===== src/rtl/mmi_pkg.sv =====
// ####################################################################
// Register bus package for the TX symbol rate block
// Bus widths and the register map
// ####################################################################

package mmi_pkg;

    // Bus widths
    localparam int MMI_DATA_NB = 32;    // Register data width
    localparam int MMI_ADDR_NB = 8;     // Register address width

    // Register map
    // Symbol rate in Msps, read/write
    localparam logic [MMI_ADDR_NB-1:0] ADDR_SYMB_RATE     = 8'd0;
    // Active select code, read only
    localparam logic [MMI_ADDR_NB-1:0] ADDR_SYMB_RATE_SEL = 8'd1;

    // Address count, anything at or above is unmapped
    localparam int NUM_MMI_REGS = 2;

endpackage


===== src/rtl/symb_rate_pkg.sv =====
// ####################################################################
// TX symbol rate package with select codes and IQ stream types
// ####################################################################

package symb_rate_pkg;

    // Selectable rates and select encoding
    localparam int NUM_TX_SYMB_RATES = 3;   // Full, half, quarter
    localparam int SYMB_RATE_SEL_NB  = 2;   // Select code width

    // Divisor is 2 ** select
    localparam logic [SYMB_RATE_SEL_NB-1:0] TX_SYMB_RATE_FULL    = 2'd0; // DAC rate / 1
    localparam logic [SYMB_RATE_SEL_NB-1:0] TX_SYMB_RATE_HALF    = 2'd1; // DAC rate / 2
    localparam logic [SYMB_RATE_SEL_NB-1:0] TX_SYMB_RATE_QUARTER = 2'd2; // DAC rate / 4

    // One I or Q component
    localparam int IQ_NB = 16;

    // Complex baseband sample, I in the upper half
    typedef struct packed {
        logic signed [IQ_NB-1:0] i;
        logic signed [IQ_NB-1:0] q;
    } iq_sample_t;

    // Repeated output beat
    typedef struct packed {
        iq_sample_t iq;             // Held sample
        logic       symb_start;     // First copy of the sample
    } tx_beat_t;

endpackage


===== src/rtl/mmi_if.sv =====
// ####################################################################
// Memory-mapped register bus with separate write and read channels
// ####################################################################

`timescale 1ns/1ps

interface mmi_if;

    // Write channel, address and data in one beat
    logic [mmi_pkg::MMI_ADDR_NB-1:0] waddr;
    logic [mmi_pkg::MMI_DATA_NB-1:0] wdata;
    logic                            wvalid;
    logic                            wready;

    // Read address
    logic [mmi_pkg::MMI_ADDR_NB-1:0] raddr;
    logic                            arvalid;
    logic                            arready;

    // Read response, held until rready
    logic [mmi_pkg::MMI_DATA_NB-1:0] rdata;
    logic                            rvalid;
    logic                            rready;

    // Bus initiator side
    modport master (
        output waddr, wdata, wvalid,
        input  wready,
        output raddr, arvalid,
        input  arready,
        input  rdata, rvalid,
        output rready
    );

    // Register block side
    modport slave (
        input  waddr, wdata, wvalid,
        output wready,
        input  raddr, arvalid,
        output arready,
        output rdata, rvalid,
        input  rready
    );

endinterface


===== src/rtl/sample_repeater.sv =====
// ####################################################################
// Zero-order-hold repeater, each sample sent divisor times
// First copy carries the symbol start flag
// ####################################################################

`timescale 1ns/1ps

module sample_repeater (
    input  logic                                        clk_mmi,
    input  logic                                        sresetn_mmi_interconnect,

    input  logic [symb_rate_pkg::SYMB_RATE_SEL_NB-1:0]  symb_rate_sel,

    input  logic                                        in_valid,
    output logic                                        in_ready,
    input  symb_rate_pkg::iq_sample_t                   in_sample,

    output logic                                        out_valid,
    input  logic                                        out_ready,
    output symb_rate_pkg::tx_beat_t                     out_beat
);

    // Largest divisor is 4, so 3 bits of count
    localparam int CNT_NB = 3;

    symb_rate_pkg::iq_sample_t  sample_q;   // Held sample
    logic                       first_q;    // Next beat is the first copy
    logic [CNT_NB-1:0]          beats_left; // Beats still to send, current one included
    logic [CNT_NB-1:0]          divisor;

    logic                       in_xfer;
    logic                       out_xfer;
    logic                       last_beat;

    // Divisor is 2 ** select
    always_comb begin
        case (symb_rate_sel)
            symb_rate_pkg::TX_SYMB_RATE_FULL:    divisor = 3'd1;
            symb_rate_pkg::TX_SYMB_RATE_HALF:    divisor = 3'd2;
            symb_rate_pkg::TX_SYMB_RATE_QUARTER: divisor = 3'd4;
            default:                             divisor = 3'd1; // Unused code runs at full rate
        endcase
    end

    assign out_xfer  = out_valid & out_ready;
    assign last_beat = (beats_left == 3'd1);

    // Take a new sample when idle or as the last copy leaves
    assign in_ready = ~out_valid | (out_ready & last_beat);
    assign in_xfer  = in_valid & in_ready;

    // Beat counter and output valid
    always_ff @(posedge clk_mmi) begin
        if (!sresetn_mmi_interconnect) begin
            out_valid  <= 1'b0;
            beats_left <= '0;
        end else if (in_xfer) begin
            out_valid  <= 1'b1;
            beats_left <= divisor;      // Select sampled only here
        end else if (out_xfer) begin
            beats_left <= beats_left - 3'd1;
            if (last_beat) begin
                out_valid <= 1'b0;
            end
        end
    end

    // Held sample and start flag
    always_ff @(posedge clk_mmi) begin
        if (in_xfer) begin
            sample_q <= in_sample;
            first_q  <= 1'b1;
        end else if (out_xfer) begin
            first_q  <= 1'b0;           // Later copies are plain repeats
        end
    end

    assign out_beat.iq         = sample_q;
    assign out_beat.symb_start = first_q;

endmodule


===== src/rtl/stream_skid_buf.sv =====
// ####################################################################
// Two-entry valid/ready skid buffer, registered on both sides
// ####################################################################

`timescale 1ns/1ps

module stream_skid_buf #(
    parameter type payload_t = logic [31:0]
) (
    input  logic     clk_mmi,
    input  logic     sresetn_mmi_interconnect,

    input  logic     in_valid,
    output logic     in_ready,
    input  payload_t in_data,

    output logic     out_valid,
    input  logic     out_ready,
    output payload_t out_data
);

    // in_ready low means the skid entry holds a beat
    payload_t skid_data;

    logic     out_free;                 // Output entry empty or draining this cycle
    logic     stall_in;                 // Input beat arriving while output is stuck

    assign out_free = ~out_valid | out_ready;
    assign stall_in = in_valid & in_ready & ~out_free;

    // Control state
    always_ff @(posedge clk_mmi) begin
        if (!sresetn_mmi_interconnect) begin
            out_valid <= 1'b0;
            in_ready  <= 1'b1;
        end else begin
            if (out_free) begin
                if (!in_ready) begin
                    out_valid <= 1'b1;  // Skid entry moves to the output
                    in_ready  <= 1'b1;
                end else begin
                    out_valid <= in_valid;
                end
            end else if (stall_in) begin
                in_ready <= 1'b0;       // Both entries now full
            end
        end
    end

    // Payload registers
    always_ff @(posedge clk_mmi) begin
        if (out_free) begin
            out_data <= in_ready ? in_data : skid_data;
        end
        if (stall_in) begin
            skid_data <= in_data;       // Extra beat caught after ready fell
        end
    end

endmodule


===== src/rtl/symb_rate_divider_top.sv =====
// ####################################################################
// TX symbol rate divider top with register control and ZOH datapath
// ####################################################################

`timescale 1ns/1ps

module symb_rate_divider_top #(
    parameter int SYMB_RATE_MSPS [0:symb_rate_pkg::NUM_TX_SYMB_RATES-1] = '{100, 50, 25},
    parameter logic [symb_rate_pkg::SYMB_RATE_SEL_NB-1:0] DEFAULT_SYMB_RATE_SEL =
        symb_rate_pkg::TX_SYMB_RATE_FULL
) (
    input  logic                                clk_mmi,
    input  logic                                sresetn_mmi_interconnect,

    // Register bus
    input  logic [mmi_pkg::MMI_ADDR_NB-1:0]     mmi_waddr,
    input  logic [mmi_pkg::MMI_DATA_NB-1:0]     mmi_wdata,
    input  logic                                mmi_wvalid,
    output logic                                mmi_wready,
    input  logic [mmi_pkg::MMI_ADDR_NB-1:0]     mmi_raddr,
    input  logic                                mmi_arvalid,
    output logic                                mmi_arready,
    output logic [mmi_pkg::MMI_DATA_NB-1:0]     mmi_rdata,
    output logic                                mmi_rvalid,
    input  logic                                mmi_rready,

    // Sample input from the modulator
    input  logic                                in_valid,
    output logic                                in_ready,
    input  symb_rate_pkg::iq_sample_t           in_sample,

    // Repeated samples toward the DAC
    output logic                                out_valid,
    input  logic                                out_ready,
    output symb_rate_pkg::iq_sample_t           out_sample,
    output logic                                out_symb_start
);

    mmi_if mmi_bus ();

    logic [symb_rate_pkg::SYMB_RATE_SEL_NB-1:0] symb_rate_sel;

    logic                       skid_valid;     // in_skid to repeater
    logic                       skid_ready;
    symb_rate_pkg::iq_sample_t  skid_sample;

    logic                       rep_valid;      // Repeater to out_skid
    logic                       rep_ready;
    symb_rate_pkg::tx_beat_t    rep_beat;

    symb_rate_pkg::tx_beat_t    out_beat;

    // Plain bus ports onto the master side
    assign mmi_bus.waddr   = mmi_waddr;
    assign mmi_bus.wdata   = mmi_wdata;
    assign mmi_bus.wvalid  = mmi_wvalid;
    assign mmi_bus.raddr   = mmi_raddr;
    assign mmi_bus.arvalid = mmi_arvalid;
    assign mmi_bus.rready  = mmi_rready;
    assign mmi_wready      = mmi_bus.wready;
    assign mmi_arready     = mmi_bus.arready;
    assign mmi_rdata       = mmi_bus.rdata;
    assign mmi_rvalid      = mmi_bus.rvalid;

    symb_rate_regs #(
        .SYMB_RATE_MSPS        (SYMB_RATE_MSPS),
        .DEFAULT_SYMB_RATE_SEL (DEFAULT_SYMB_RATE_SEL)
    ) regs0 (
        .clk_mmi                  (clk_mmi),
        .sresetn_mmi_interconnect (sresetn_mmi_interconnect),
        .mmi                      (mmi_bus.slave),
        .symb_rate_sel            (symb_rate_sel)
    );

    stream_skid_buf #(.payload_t(symb_rate_pkg::iq_sample_t)) in_skid (
        .clk_mmi                  (clk_mmi),
        .sresetn_mmi_interconnect (sresetn_mmi_interconnect),
        .in_valid                 (in_valid),
        .in_ready                 (in_ready),
        .in_data                  (in_sample),
        .out_valid                (skid_valid),
        .out_ready                (skid_ready),
        .out_data                 (skid_sample)
    );

    sample_repeater repeater0 (
        .clk_mmi                  (clk_mmi),
        .sresetn_mmi_interconnect (sresetn_mmi_interconnect),
        .symb_rate_sel            (symb_rate_sel),
        .in_valid                 (skid_valid),
        .in_ready                 (skid_ready),
        .in_sample                (skid_sample),
        .out_valid                (rep_valid),
        .out_ready                (rep_ready),
        .out_beat                 (rep_beat)
    );

    // Cuts the repeater's combinational ready path at the output
    stream_skid_buf #(.payload_t(symb_rate_pkg::tx_beat_t)) out_skid (
        .clk_mmi                  (clk_mmi),
        .sresetn_mmi_interconnect (sresetn_mmi_interconnect),
        .in_valid                 (rep_valid),
        .in_ready                 (rep_ready),
        .in_data                  (rep_beat),
        .out_valid                (out_valid),
        .out_ready                (out_ready),
        .out_data                 (out_beat)
    );

    assign out_sample     = out_beat.iq;
    assign out_symb_start = out_beat.symb_start;

endmodule


===== src/rtl/symb_rate_regs.sv =====
// ####################################################################
// Symbol rate registers with Msps to select lookup and held bus reads
// ####################################################################

`timescale 1ns/1ps

module symb_rate_regs #(
    parameter int SYMB_RATE_MSPS [0:symb_rate_pkg::NUM_TX_SYMB_RATES-1] = '{100, 50, 25},
    parameter logic [symb_rate_pkg::SYMB_RATE_SEL_NB-1:0] DEFAULT_SYMB_RATE_SEL =
        symb_rate_pkg::TX_SYMB_RATE_FULL
) (
    input  logic                                         clk_mmi,
    input  logic                                         sresetn_mmi_interconnect,
    mmi_if.slave                                         mmi,
    output logic [symb_rate_pkg::SYMB_RATE_SEL_NB-1:0]   symb_rate_sel
);

    localparam int DATA_NB = mmi_pkg::MMI_DATA_NB;
    localparam int ADDR_NB = mmi_pkg::MMI_ADDR_NB;
    localparam int SEL_NB  = symb_rate_pkg::SYMB_RATE_SEL_NB;

    // Unmapped address boundary at bus width
    localparam logic [ADDR_NB-1:0] ADDR_LIMIT = ADDR_NB'(mmi_pkg::NUM_MMI_REGS);

    // Msps value to select code, default when no entry matches
    function automatic logic [SEL_NB-1:0] rate_to_sel(input logic [DATA_NB-1:0] msps);
        logic [SEL_NB-1:0] sel;
        sel = DEFAULT_SYMB_RATE_SEL;
        for (int idx = 0; idx < symb_rate_pkg::NUM_TX_SYMB_RATES; idx++) begin
            if (msps == DATA_NB'(SYMB_RATE_MSPS[idx])) begin
                sel = SEL_NB'(idx);     // Last match wins, entries are unique anyway
            end
        end
        return sel;
    endfunction

    logic [DATA_NB-1:0] rate_reg;       // Written symbol rate in Msps
    logic [SEL_NB-1:0]  sel_reg;        // Derived select, read only on the bus

    logic               wr_xfer;
    logic               rd_xfer;
    logic               rd_in_range;
    logic [DATA_NB-1:0] rd_word;

    // Writes always accepted outside reset
    assign mmi.wready = sresetn_mmi_interconnect;

    // New read accepted once the held response is gone or leaving
    assign mmi.arready = ~mmi.rvalid | mmi.rready;

    assign wr_xfer = mmi.wvalid & mmi.wready;
    assign rd_xfer = mmi.arvalid & mmi.arready;

    // Read mux
    assign rd_in_range = (mmi.raddr < ADDR_LIMIT);
    always_comb begin
        rd_word = '0;                   // Unmapped reads return zero
        if (rd_in_range) begin
            if (mmi.raddr == mmi_pkg::ADDR_SYMB_RATE_SEL) begin
                rd_word = DATA_NB'(sel_reg);
            end else begin
                rd_word = rate_reg;
            end
        end
    end

    // Rate and select registers
    always_ff @(posedge clk_mmi) begin
        if (!sresetn_mmi_interconnect) begin
            rate_reg <= DATA_NB'(SYMB_RATE_MSPS[DEFAULT_SYMB_RATE_SEL]);
            sel_reg  <= DEFAULT_SYMB_RATE_SEL;
        end else begin
            // Only the rate address is writable
            if (wr_xfer && mmi.waddr == mmi_pkg::ADDR_SYMB_RATE) begin
                rate_reg <= mmi.wdata;
            end
            sel_reg <= rate_to_sel(rate_reg);   // Follows the stored rate one edge later
        end
    end

    // Read response valid
    always_ff @(posedge clk_mmi) begin
        if (!sresetn_mmi_interconnect) begin
            mmi.rvalid <= 1'b0;
        end else if (rd_xfer) begin
            mmi.rvalid <= 1'b1;
        end else if (mmi.rready) begin
            mmi.rvalid <= 1'b0;         // Response taken
        end
    end

    // Read data, loaded only on a read transfer
    always_ff @(posedge clk_mmi) begin
        if (rd_xfer) begin
            mmi.rdata <= rd_word;
        end
    end

    assign symb_rate_sel = sel_reg;

endmodule


===== config.mk =====
export PLATFORM = sky130hd
export DESIGN_NAME = symb_rate_divider_top
export DESIGN_NICKNAME = d
export VERILOG_FILES = /design/src/rtl/mmi_pkg.sv /design/src/rtl/symb_rate_pkg.sv /design/src/rtl/mmi_if.sv /design/src/rtl/sample_repeater.sv /design/src/rtl/stream_skid_buf.sv /design/src/rtl/symb_rate_divider_top.sv /design/src/rtl/symb_rate_regs.sv
export SDC_FILE = /design/constraint.sdc
export NUM_CORES = 1
export LEC_CHECK = 0
export ABC_AREA = 1
export BUFFER_PORTS_ARGS = -buffer_cell sky130_fd_sc_hd__buf_2
export CAP_MARGIN = 40
export CORE_UTILIZATION = 28
export DETAILED_ROUTE_END_ITERATION = 16
export PLACE_DENSITY = 0.48
export SYNTH_ARGS = -nofsm -noshare
export SYNTH_HDL_FRONTEND = slang
export SYNTH_SLANG_ARGS = --single-unit

===== constraint.sdc =====
create_clock -name clk_mmi -period 4.9 [get_ports clk_mmi]
set_input_delay 0 -clock clk_mmi [delete_from_list [all_inputs] [get_ports clk_mmi]]
set_output_delay 0 -clock clk_mmi [all_outputs]
set_load 0.1 [all_outputs]

After elaboration in Yosys (flattened, before gate mapping)

Cells that the tools add are included.

Bits of input ports: 87
Bits in writable memories: 0
Memory bits (read-only): 0
Output and inout bits: 70
Latch bits: 0
Memories: 0
Bits in registers: 238

Reduce and logical (&&, ||, !) cells: 10
Multipliers: 0
Shifts and indexed selects: 0
Divide/modulo/power cells: 0
Bitwise operators: 20
Order comparisons: 1
Mux-type cells: 15
Eq/ne operators: 6
Add/subtract/negate cells: 1

Operators with widths:

| kind                  | count |
|---|---|
| $mux W33              | 1 |
| $eq A32 B5 Y1 const B | 1 |
| $eq A32 B6 Y1 const B | 1 |
| $mux W32              | 1 |
| $and A1 B1 Y1         | 8 |
| $eq A8 B1 Y1 const B  | 1 |
| $logic_not A8 Y1      | 1 |
| $lt A8 B2 Y1 const B  | 1 |
| $mux W1               | 8 |
| $not A1 Y1            | 8 |
| $reduce_or A2 Y1      | 4 |
| $mux W3               | 2 |
| $pmux W3 S2           | 1 |
| $reduce_bool A2 Y1    | 3 |
| $mux W2               | 2 |
| $or A1 B1 Y1          | 4 |
| $eq A3 B1 Y1 const B  | 1 |
| $sub A3 B1 Y3 const B | 1 |
| $eq A2 B1 Y1 const B  | 1 |
| $eq A2 B2 Y1 const B  | 1 |
| $reduce_and A2 Y1     | 1 |
| $logic_and A1 B1 Y1   | 1 |

Longest topological paths before layout

Gate-level depths: netlist of the first run.

Depth after elaboration: 6
Mapped depth: 8
Gate-level depth less buffers: 8

Modules after synthesis

A second synthesis of the first run with hierarchy kept.

Cell total of the unflattened synthesis: 812
Area, all modules: 9232.6 µm²

By module, submodules not included:

| module                      | area each (µm²) | instances | seq. area each (µm²) | cells each |
|---|---|---|---|---|
| symb_rate_regs              | 2937.8          | 1         | 1661.6               | 365 |
| stream_skid_buf at out_skid | 2526.2          | 1         | 2021.9               | 186 |
| stream_skid_buf at in_skid  | 2471.1          | 1         | 1961.9               | 181 |
| sample_repeater             | 1297.5          | 1         | 1061.0               | 80 |

Least setup slack after synthesis of the first run

OpenSTA, ideal clock, no wires.

Kind: register to register
From: register repeater0.beats_left[1]
To: register in_skid.skid_data[0] (netlist name), enable pin
Arrival time: 3977 ps
Period minus slack after synthesis: 4438 ps
Setup slack: 462 ps
Data required time: 4439 ps
Buffers on the path: 0
Stages on the path, launching flop included: 6
Cell sequence: dfxtp_1 > inv_1 > ha_1 > nand3_1 > nand3_1 > nor3_1

Longest elaborated chain between the ends: 6

RTL lines:

| what                       | RTL line              | source |
|---|---|---|
| start, declared            | sample_repeater.sv:28 | `logic [CNT_NB-1:0] beats_left;` |
| start signal, assigned     | sample_repeater.sv:59 | `beats_left <= divisor;` |
| start signal, assigned     | sample_repeater.sv:61 | `beats_left <= beats_left - 3'd1;` |
| $eq A3 B1 Y1               | sample_repeater.sv:46 | `assign last_beat = (beats_left == 3'd1);` |
| $and A1 B1 Y1              | sample_repeater.sv:49 | `assign in_ready = ~out_valid \| (out_ready & last_beat);` |
| $or A1 B1 Y1               | sample_repeater.sv:49 |  |
| $or A1 B1 Y1               | stream_skid_buf.sv:28 | `assign out_free = ~out_valid \| out_ready;` |
| named net in_skid.out_free | stream_skid_buf.sv:25 | `logic out_free;` |
| $not A1 Y1                 | stream_skid_buf.sv:29 | `assign stall_in = in_valid & in_ready & ~out_free;` |
| $and A1 B1 Y1              | stream_skid_buf.sv:29 |  |
| named net in_skid.stall_in | stream_skid_buf.sv:26 | `logic stall_in;` |
| end signal, assigned       | stream_skid_buf.sv:56 | `skid_data <= in_data;` |
| end, declared              | stream_skid_buf.sv:23 | `payload_t skid_data;` |

The timed path passes the listed nets, and every way through them passes these cells.
A chain may end at the register's enable or synchronous reset.

Final worst setup path of the first run

From: register out_skid.in_ready
To: register in_skid.skid_data[29] (netlist name), enable pin

Longest elaborated chain between the ends: 5

RTL lines:

| what                       | RTL line              | source |
|---|---|---|
| start, declared            | stream_skid_buf.sv:14 | `output logic in_ready,` |
| start signal, assigned     | stream_skid_buf.sv:35 | `in_ready <= 1'b1;` |
| start signal, assigned     | stream_skid_buf.sv:40 | `in_ready <= 1'b1;` |
| start signal, assigned     | stream_skid_buf.sv:45 | `in_ready <= 1'b0;` |
| $and A1 B1 Y1              | sample_repeater.sv:49 |  |
| $or A1 B1 Y1               | sample_repeater.sv:49 |  |
| $or A1 B1 Y1               | stream_skid_buf.sv:28 |  |
| named net in_skid.out_free | stream_skid_buf.sv:25 |  |
| $not A1 Y1                 | stream_skid_buf.sv:29 |  |
| $and A1 B1 Y1              | stream_skid_buf.sv:29 |  |
| named net in_skid.stall_in | stream_skid_buf.sv:26 |  |

The timed path passes the listed nets, and every way through them passes these cells.

==> results of run 1 <==
-- area by class of cell --
type	count	area share
clock buffers	29	0.0569
clock inverters	20	0.0102
inverters	57	0.0178
multi-input cells	440	0.171
flip-flops and latches	238	0.559
well taps	435	0.0453
repair buffers	241	0.140
-- path summary, 6_finish.rpt --
check	startpoint	endpoint	cells after the start
min reg2reg	in_skid.out_data[18]	repeater0.out_beat[19]	0
max	out_skid.in_ready	in_skid.skid_data[29]	6
min	sresetn_mmi_interconnect	regs0.rate_reg[2]	2
max reg2reg	out_skid.in_ready	in_skid.skid_data[29]	6
-- per-stage QoR --
step           std cells  total power, uW   util  area [um^2]  hold WS, ns
6_report            1460             4660  0.378        12000       0.0299
5_1_grt             1460             4830  0.378        12000       0.0472
4_1_cts             1460             4720  0.378        12000      0.00824
3_5_place_dp        1339             2840  0.330        10500        0.196
3_3_place_gp        1333             2830  0.325        10300        0.195
2_1_floorplan        766             2710      -         9120       0.0989
-- cell families (layout without fill, tap and decap cells) --
logic type | Yosys count | count (layout) | synth area share
adders and majority gates | 4 | 4 | 0.00549
AOI/OAI and AO/OA | 14 | 14 | 0.00782
buffers and inverters | 88 | 347 | 0.0434
DFF | 238 | 238 | 0.735
muxes | 1 | 1 | 0.00110
and+or+nand+nor | 421 | 421 | 0.207
-- power groups by stage --
stage          logic, uW  registers (uW)  clock network (uW)
2_1_floorplan       94.8            2620                   0
3_3_place_gp         468            2360                   0
3_5_place_dp         477            2360                   0
4_1_cts              523            2320                1880
5_1_grt              548            2320                1960
6_report             519            2320                1820
-- cells in the final DEF, fill, tap and decap left out, types with 6 or more instances in the layout --
cell type,synthesis,layout
sky130_fd_sc_hd__nand2_1,250,249
sky130_fd_sc_hd__edfxtp_1,194,194
sky130_fd_sc_hd__buf_2,7,156
sky130_fd_sc_hd__nor2_1,81,79
sky130_fd_sc_hd__dlygate4sd3_1,0,72
sky130_fd_sc_hd__inv_1,53,53
sky130_fd_sc_hd__dfxtp_1,44,44
sky130_fd_sc_hd__nand3b_1,29,29
sky130_fd_sc_hd__clkbuf_16,0,27
sky130_fd_sc_hd__nor2_2,20,21
sky130_fd_sc_hd__nand3_1,19,18
sky130_fd_sc_hd__nor2_4,11,12
sky130_fd_sc_hd__clkinv_1,3,12
sky130_fd_sc_hd__clkinv_2,0,7
sky130_fd_sc_hd__buf_4,2,7
sky130_fd_sc_hd__o21ai_0,6,6
sky130_fd_sc_hd__a21oi_1,7,6
-- timing repair --
action                    4_1_cts  5_1_grt
hold endpoints to repair      124        0
hold buffers                   72        0
gates resized for setup         0        0
-- per-layer routing --
metal,global-route usage,part of all wire,routed length (um),up-vias
met2,0.187,0.47,8880,136
met4,0.0373,0.024,459,0
met1,0.154,0.46,8720,2603
met5,0,0,0,-
met3,0.0243,0.052,985,33
li1,-,-,-,3001
==> summary.txt, run 1 <==
Timing
  • Post-layout minimum cycle time: 2.78 ns
  • Slew of the pin with the lowest slew margin: 0.815 ns
  • Clock tree skew after final layout: 0.0141 ns
  • Fmax: 0.360 GHz
  • Final max-slew violation count: 0
  • Setup slack after layout: 2.12 ns
  • Count of final setup violators: 0
  • Number of hold violations in the final report: 0
  • Post-route fraction of the period consumed by the critical path: 0.567
  • Worst rel slew slack: 0.455
  • Unrepaired setup endpoints after global routing: no
  • Fin Setup TNS: 0 ns

Finish
  • Area occupied by multi-input gates: 2050 um^2
  • Largest registers: out_skid.out_data (33), out_skid.skid_data (33)
  • Nets: 1096
  • Signed area change from the synthesized netlist to the final layout: 31.7%
  • Share of layout cells above drive strength 1: 0.244
  • Inserted Diodes: 0
  • FF+latch area: 6710 um^2
  • Number of fill cells in the layout: 3147

Worst setup path
  • Largest stage delay on the critical path: 0.56 ns
  • Largest fanout on the critical path: 36
  • Cell mode on critical path: sky130_fd_sc_hd__buf_4
  • Setup slack on the worst flop-to-flop path: 2.12 ns
  • Buf+Inv Stages, Crit Path: 3
  • Data required time at the worst endpoint: 5.08 ns
  • Library cell contributing the largest single delay on the critical path: sky130_fd_sc_hd__nor3_2
  • Critical Path Sink Type: flip-flop
  • Category of the worst setup path launch point: flip-flop
  • Family of cells with the greatest summed delay on the critical path: simple AND/OR/NAND/NOR gates
  • Cells along the critical path: buf_4 > nand3_1 > nand3_2 > buf_16 > nor3_2 > buf_4
  • Kind of critical path: reg2reg
  • Signal arrival time at the worst endpoint: 2.96 ns

Clocking
  • Num CTS Buffers: 27
  • CTS root buf: sky130_fd_sc_hd__clkbuf_16
  • Clk Latency, worst-skew pair: 0.52 ns
  • Clock tree from TritonCTS: done
  • Number of setup buffers added after CTS: 0
  • Number of sinks on the clock net: 238
  • Max Buffers Root-to-Sink: 3
  • Register clock-pin slew on the reported worst setup and hold paths: 0.06 ns
  • Number of levels the H-tree was split into: 1

Drt
  • DR iter-0 viols: 359
  • Routed wire per std cell: 13.0 um
  • Pre-Repair DR Iteration Count: 4
  • Vias: 5773
  • Vias/cell: 3.95
  • Total length of routed wires: 19000 um
  • Number of routed nets with antenna violations: 0
  • DRC violation count after routing: 0

Yosys
  • Ranking of synthesized cells by instance count: sky130_fd_sc_hd__nand2_1, sky130_fd_sc_hd__edfxtp_1, sky130_fd_sc_hd__nor2_1
  • Seq/Total Area, Yosys: 0.735
  • Dominant cell type by area after synthesis: sky130_fd_sc_hd__edfxtp_1
  • Synth unique cells: 30
  • Top post-synthesis cells by area: sky130_fd_sc_hd__edfxtp_1, sky130_fd_sc_hd__nand2_1, sky130_fd_sc_hd__dfxtp_1, sky130_fd_sc_hd__nor2_1, sky130_fd_sc_hd__nand3b_1
  • Count of flip-flops with a built-in enable after synthesis: 194
  • Primary FF master, synth: sky130_fd_sc_hd__edfxtp_1
  • Synthesized net count: 857
  • Share of synthesized flip-flops with an asynchronous set or reset: 0
  • Proportion of netlist area held by the largest area contributor: 0.639
  • Post-synthesis cell area: 9120 um^2
  • Avg Synthesized Cell Area: 11.9 um^2
  • Post-synthesis cell count: 766
  • Post-synthesis register bit count: 238
  • Warnings from Yosys: 0
  • Most frequent cell after synthesis: sky130_fd_sc_hd__nand2_1

Pwr
  • Maximum vdd drop: 202 uV
  • Part of the total power dissipated in combinational logic: 0.111
  • Pwr dens: 388 nW/um^2
  • Switching Fraction: 0.256
  • Psw: 1190 uW
  • Leak pwr: 0.00479 uW
  • Relative contribution of sequential cells to total power: 0.497
  • Part of the power in the clock network: 0.391
  • Internal Power: 3460 uW

Floorplanning
  • Floorplan Core Area: 31800 um^2
  • Starting density of the core: 0.287
  • Number of rows created at floorplan: 65
  • Area enclosed by the die boundary: 33300 um^2
  • Vertical die dimension: 182 um
  • Floorplan die width: 182 um
  • I/O pin total: 157

Flow run
  • Number of max-cap violations: 0

GRT
  • Number of antenna violations at the first check in global routing: 0
  • Global-route total usage across every layer: 0.116
  • Vias in the first global route: 5651
  • Wire length of the first global-routing pass: 30200 um
  • Congestion Overflow GR: 0
  • Largest net degree at the start of global routing: 38

Placed design
  • Placement-stage worst setup slack: 2.05 ns
  • Final Wtd Congestion: 0.771
  • Number of buffers added on ports: 156
  • Total half-perimeter wirelength after legalization and detailed placement: 12700 um

Hold path
  • Worst min path class: in2reg

Outcome
  • Status: complete, no violations
No activity file was read; power rests on OpenSTA's default activity.
==> run 2, diff against run 1 <==
- PLACE_DENSITY: 0.48 -> 0.49
- clock period: 4.9 -> 2.4 ns (I/O delays scaled with it)
==> run 2 against run 1 <==
Effect of this change: first-iteration DRC count fell by 25%; largest cell class unchanged; setup slack lost 1.6 ns; critical endpoint is now regs0.rate_reg[5]; die area unchanged; clock skew down 0.0052 ns; largest power group unchanged; final cell count up 2.1%; total power is 110% higher; via count is 1.7% higher.
==> summary.txt, run 2 (synthesis results as in run 1) <==
Worst setup path
  • Library cell contributing the largest single delay on the critical path: sky130_fd_sc_hd__nor2_4
  • Count of cells along the worst register-to-register path: 7
  • Critical Path Sink Type: flip-flop
  • Buf+Inv Stages, Crit Path: 4
  • Capture instance of the worst register-to-register path: repeater0.out_beat[24]
  • Setup slack on the worst flop-to-flop path: 0.60 ns
  • Largest fanout on the critical path: 32
  • Largest stage delay on the critical path: 0.63 ns
  • Family of cells with the greatest summed delay on the critical path: buffers and inverters
  • R2r startpoint: repeater0.beats_left[1]
  • Cells along the critical path: dlygate4sd3_1 > buf_2 > nand2_2 > inv_2 > nand4_2 > nor2_4 > nand2_1 > nand3_1 > dlygate4sd3_1
  • Cell mode on critical path: sky130_fd_sc_hd__dlygate4sd3_1
  • Kind of critical path: in2reg
  • Category of the worst setup path launch point: primary input
  • Stages on worst setup path: 9
  • Signal arrival time at the worst endpoint: 2.28 ns
  • Startpoint of the most critical setup path: sresetn_mmi_interconnect
  • Data required time at the worst endpoint: 2.85 ns
  • Destination of the critical timing path: regs0.rate_reg[5]

Hold path
  • Startpoint of the worst hold path: mmi_raddr[6]
  • Cell depth of the worst min-delay path: 6
  • Worst min path class: in2reg

Timing
  • Fin Setup TNS: 0 ns
  • Clock tree skew after final layout: 0.00886 ns
  • Final Hold Slack: 0.0432 ns
  • Post-layout minimum cycle time: 1.83 ns
  • Final max-slew violation count: 0
  • Fmax: 0.547 GHz
  • Post-route fraction of the period consumed by the critical path: 0.762
  • Count of final setup violators: 0
  • Setup slack after layout: 0.570 ns
  • Worst rel slew slack: 0.459
  • Slew of the pin with the lowest slew margin: 0.809 ns
  • Number of hold violations in the final report: 0
  • Unrepaired setup endpoints after global routing: no

Finish
  • Largest registers: out_skid.out_data (33), out_skid.skid_data (33)
  • Most common cell after layout, fill and taps aside: sky130_fd_sc_hd__nand2_1
  • Most frequent cells in the layout: sky130_fd_sc_hd__nand2_1, sky130_fd_sc_hd__edfxtp_1, sky130_fd_sc_hd__buf_2, sky130_fd_sc_hd__dlygate4sd3_1, sky130_fd_sc_hd__nor2_1
  • Layout Utilization: 0.385
  • Signed area change from the synthesized netlist to the final layout: 34.2%
  • Final non-filler cell total: 1490
  • Nets: 1121
  • Share of layout cells above drive strength 1: 0.242

Pwr
  • Leak pwr: 0.00488 uW
  • Psw: 2430 uW
  • Internal Power: 7200 uW
  • Relative contribution of sequential cells to total power: 0.491
  • Part of the total power dissipated in combinational logic: 0.111
  • Maximum vdd drop: 472 uV
  • Part of the power in the clock network: 0.397
  • Pwr dens: 787 nW/um^2
  • Switching Fraction: 0.252

Clocking
  • CTS root buf: sky130_fd_sc_hd__clkbuf_16
  • Num CTS Buffers: 26
  • Number of setup buffers added after CTS: 0
  • Clk Latency, worst-skew pair: 0.52 ns
  • Register clock-pin slew on the reported worst setup and hold paths: 0.06 ns
  • Max Buffers Root-to-Sink: 3
  • Clock tree from TritonCTS: done
  • Number of gates resized after CTS: 0
  • Number of sinks on the clock net: 238
  • Number of levels the H-tree was split into: 1

Drt
  • Total length of routed wires: 19200 um
  • Pre-Repair DR Iteration Count: 4
  • Routed wire per std cell: 12.9 um
  • DR iter-0 viols: 271
  • Number of routed nets with antenna violations: 0
  • Vias/cell: 3.94
  • DRC violation count after routing: 0
  • Vias: 5869

Flow run
  • Number of max-cap violations: 0

Floorplanning
  • Floorplan Core Area: 31800 um^2
  • Floorplan die width: 182 um
  • Number of rows created at floorplan: 65
  • Area enclosed by the die boundary: 33300 um^2
  • Starting density of the core: 0.287
  • I/O pin total: 157
  • Vertical die dimension: 182 um

Placed design
  • Final Wtd Congestion: 0.747
  • Number of buffers added on ports: 156
  • Cell count after placement: 1340
  • Total half-perimeter wirelength after legalization and detailed placement: 12600 um
  • Placement-stage worst setup slack: 0.571 ns

GRT
  • Vias in the first global route: 5949
  • Number of antenna violations at the first check in global routing: 5
  • Global-route total usage across every layer: 0.115
  • Largest net degree at the start of global routing: 36
  • Wire length of the first global-routing pass: 30500 um
  • Congestion Overflow GR: 0

Outcome
  • Status: complete, no violations
-- run 2: cell types whose count changed in the layout (fill, tap and decap cells not counted), sizes merged --
| cell | delta |
|---|---|
| buf | +1 |
| bufinv | +1 |
| clkbuf | +2 |
| clkinv | -3 |
| clkinvlp | -1 |
| diode | +5 |
| dlygate4sd3 | +25 |
-- run 2: cell type report --
class / count / area, um^2
flip-flops and latches: 238 / 6710
clock buffers: 31 / 691
clock inverters: 17 / 139
multi-input cells: 440 / 2060
inverters: 57 / 214
diodes: 5 / 12.5
fillers: 3116 / 19600
well taps: 435 / 544
repair buffers: 267 / 1860
-- run 2: layer usage --
| metal | up-vias | track usage | wire (um) |
|---|---|---|---|
| met3 | 25 | 0.0283 | 1020 |
| met4 | 0 | 0.0326 | 310 |
| met1 | 2681 | 0.145 | 8680 |
| li1 | 3051 | - | - |
| met2 | 112 | 0.196 | 9230 |
| met5 | - | 0 | 0 |
-- run 2: worst reg2reg max path: stages (launching register included) --
cell and delay [ns]:
sky130_fd_sc_hd__dfxtp_1 0.31, sky130_fd_sc_hd__inv_1 0.08, sky130_fd_sc_hd__ha_1 0.14, sky130_fd_sc_hd__nand3_1 0.15, sky130_fd_sc_hd__nand2_1 0.16, sky130_fd_sc_hd__nand2_1 0.14
sky130_fd_sc_hd__inv_1 0.10, sky130_fd_sc_hd__buf_4 0.36
-- run 2: stage by stage --
step                instance area, um^2  power [uW]
floorplan                          9160        5540
finish                            12200        9630
global placement                  10400        5780
CTS                               12200        9770
detailed placement                10400        5790
global route                      12200        9970
-- run 2: worst min path at each step --
stage	to	slack [ns]
floorplan	in_skid.in_ready	0.09
global placement	in_skid.in_ready	0.19
detailed placement	in_skid.in_ready	0.20
CTS	regs0.mmi.rdata[0]	0.03
global route	regs0.mmi.rdata[0]	0.08
finish	regs0.mmi.rdata[0]	0.04
-- run 2: power groups by stage --
| stage | combinational (uW) | sequential [uW] | clock [uW] |
|---|---|---|---|
| detailed placement | 962 | 4820 | 0 |
| global placement | 959 | 4820 | 0 |
| CTS | 1080 | 4740 | 3950 |
| floorplan | 199 | 5340 | 0 |
| global route | 1140 | 4750 | 4080 |
| finish | 1070 | 4730 | 3830 |
-- run 2: repair_timing --
action	CTS	global route
endpoints found under the setup margin	0	0
hold buffers	97	0
hold endpoints to repair	101	0
==> run 3, diff against run 2 <==
- PLACE_DENSITY: 0.49 -> 0.48
- clock period: 2.4 -> 1.85 ns (I/O delays scaled with it)
==> run 3 against run 2 <==
Effect of this change: non-clock buffer count up 22; critical path type unchanged; critical endpoint is now regs0.rate_reg[23]; via count is 2.3% higher; sequential share of layout area decreased by 1.2 points; sequential power up 30%; clock power is 28% higher; core utilization up 0.86 points.
==> summary.txt, run 3 (synthesis results as in run 1) <==
Worst setup path
  • Largest fanout on the critical path: 15
  • Category of the worst setup path launch point: primary input
  • Data required time at the worst endpoint: 2.25 ns
  • Cells along the critical path: buf_2 > nor2_1 > nand3_1 > nor2_4 > buf_6 > nand3b_1 > nand2_1 > dlygate4sd3_1 > nor2_1 > dlygate4sd3_1
  • Library cell contributing the largest single delay on the critical path: sky130_fd_sc_hd__dlygate4sd3_1
  • Largest stage delay on the critical path: 0.56 ns
  • Kind of critical path: in2reg
  • Critical Path Sink Type: flip-flop
  • Signal arrival time at the worst endpoint: 2.11 ns
  • Family of cells with the greatest summed delay on the critical path: buffers and inverters
  • Buf+Inv Stages, Crit Path: 4

Clocking
  • Register clock-pin slew on the reported worst setup and hold paths: 0.06 ns
  • Max Buffers Root-to-Sink: 3
  • Clock tree from TritonCTS: done
  • Number of sinks on the clock net: 238
  • Num CTS Buffers: 26
  • Number of levels the H-tree was split into: 1
  • CTS root buf: sky130_fd_sc_hd__clkbuf_16
  • Clk Latency, worst-skew pair: 0.52 ns

Finish
  • Most frequent cells in the layout: sky130_fd_sc_hd__nand2_1, sky130_fd_sc_hd__edfxtp_1, sky130_fd_sc_hd__buf_2, sky130_fd_sc_hd__dlygate4sd3_1, sky130_fd_sc_hd__nor2_1
  • Nets: 1143
  • Layout Utilization: 0.393
  • Largest registers: out_skid.out_data (33), out_skid.skid_data (33)
  • Most common cell after layout, fill and taps aside: sky130_fd_sc_hd__nand2_1
  • Share of layout cells above drive strength 1: 0.246
  • Signed area change from the synthesized netlist to the final layout: 37.2%

Outcome
  • Status: complete, no violations

Floorplanning
  • Vertical die dimension: 182 um
  • Number of rows created at floorplan: 65
  • Floorplan die width: 182 um
  • Floorplan Core Area: 31800 um^2
  • I/O pin total: 157
  • Area enclosed by the die boundary: 33300 um^2
  • Starting density of the core: 0.287

Timing
  • Unrepaired setup endpoints after global routing: no
  • Post-layout minimum cycle time: 1.70 ns
  • Clock tree skew after final layout: 0.00999 ns
  • Final max-slew violation count: 0
  • Number of hold violations in the final report: 0
  • Fmax: 0.587 GHz
  • Worst rel slew slack: 0.653
  • Setup slack after layout: 0.145 ns
  • Post-route fraction of the period consumed by the critical path: 0.922
  • Count of final setup violators: 0
  • Slew of the pin with the lowest slew margin: 0.524 ns
  • Fin Setup TNS: 0 ns

GRT
  • Congestion Overflow GR: 0
  • Wire length of the first global-routing pass: 32100 um
  • Vias in the first global route: 6181
  • Largest net degree at the start of global routing: 35
  • Global-route total usage across every layer: 0.121
  • Number of antenna violations at the first check in global routing: 1

Drt
  • Routed wire per std cell: 13.1 um
  • Pre-Repair DR Iteration Count: 4
  • DRC violation count after routing: 0
  • Number of routed nets with antenna violations: 0
  • DR iter-0 viols: 321
  • Total length of routed wires: 19800 um
  • Vias: 6003
  • Vias/cell: 3.98

Pwr
  • Part of the power in the clock network: 0.394
  • Switching Fraction: 0.256
  • Part of the total power dissipated in combinational logic: 0.114
  • Psw: 3200 uW
  • Relative contribution of sequential cells to total power: 0.492
  • Internal Power: 9300 uW
  • Maximum vdd drop: 579 uV
  • Leak pwr: 0.00500 uW
  • Pwr dens: 999 nW/um^2

Flow run
  • Number of max-cap violations: 0

Placed design
  • Placement-stage worst setup slack: 0.287 ns
  • Number of buffers added on ports: 156
  • Total half-perimeter wirelength after legalization and detailed placement: 13000 um
  • Final Wtd Congestion: 0.760

Hold path
  • Worst min path class: in2reg
run 3: cell types whose count changed in the layout (fill, tap and decap cells not counted), sizes merged:
cell         change
inv              +1
dlygate4sd3     +16
clkinv           -6
buf              +6
bufinv           -1
clkbuf           +6
diode            -4
run 3: cell type report:
| cell class | count | area [um^2] |
|---|---|---|
| Timing Repair Buffer | 289 | 2120 |
| Sequential cell | 238 | 6720 |
| Fill cell | 3071 | 19300 |
| Tap cell | 435 | 544 |
| Antenna cell | 1 | 2.50 |
| Multi-Input combinational cell | 440 | 2100 |
| Clock buffer | 37 | 723 |
| Clock inverter | 11 | 88.8 |
| Inverter | 57 | 214 |
run 3: power groups by stage:
| stage | clock (uW) | combinational, uW | sequential [uW] |
|---|---|---|---|
| 2_1_floorplan | 0 | 267 | 6930 |
| 3_3_place_gp | 0 | 1270 | 6260 |
| 3_5_place_dp | 0 | 1270 | 6260 |
| 4_1_cts | 5080 | 1440 | 6150 |
| 5_1_grt | 5280 | 1510 | 6170 |
| 6_report | 4920 | 1430 | 6150 |
run 3: repair_timing:
| item | in CTS | in global routing |
|---|---|---|
| endpoints found under the setup margin | 0 | 7 |
| resized for setup | 0 | 2 |
| hold buffers | 113 | 0 |
| setup buffers | 0 | 0 |
| hold endpoints to repair | 102 | 0 |
run 3: final timing paths:
| path | from | depth (start not counted) | to | slack (ns) |
|---|---|---|---|---|
| worst min register to register | in_skid.out_data[24] | 0 | repeater0.out_beat[25] | 0.42 |
| worst max register to register | repeater0.beats_left[0] | 6 | repeater0.out_beat[22] | 0.27 |
| worst max-delay path | mmi_waddr[3] | 10 | regs0.rate_reg[23] | 0.15 |
| worst min-delay path | mmi_raddr[6] | 6 | regs0.mmi.rdata[0] | 0.05 |
run 3: routing by layer:
metal | track usage | routed length (um) | vias to the layer above
met2 | 0.198 | 9230 | 125
met4 | 0.0403 | 426 | 0
met1 | 0.158 | 9120 | 2763
met3 | 0.0279 | 1050 | 31
met5 | 0 | 0 | -
li1 | - | - | 3084
run 3: through the flow:
stage | power, uW | hold slack, ns | cells | area, um^2
after floorplan | 7200 | 0.0891 | 766 | 9200
after global placement | 7530 | 0.194 | 1346 | 10600
after detailed placement | 7540 | 0.194 | 1346 | 10600
after CTS | 12700 | 0.0181 | 1507 | 12500
after global routing | 13000 | 0.0544 | 1508 | 12500
final | 12500 | 0.0450 | 1508 | 12500
run 3: worst min-delay path, delay by kind of cell:
| kind | cells | cell delay, ns |
|---|---|---|
| and+or+nand+nor | 4 | 0.24 |
| buffers and inverters | 1 | 0.07 |
| AOI/OAI and AO/OA | 1 | 0.08 |
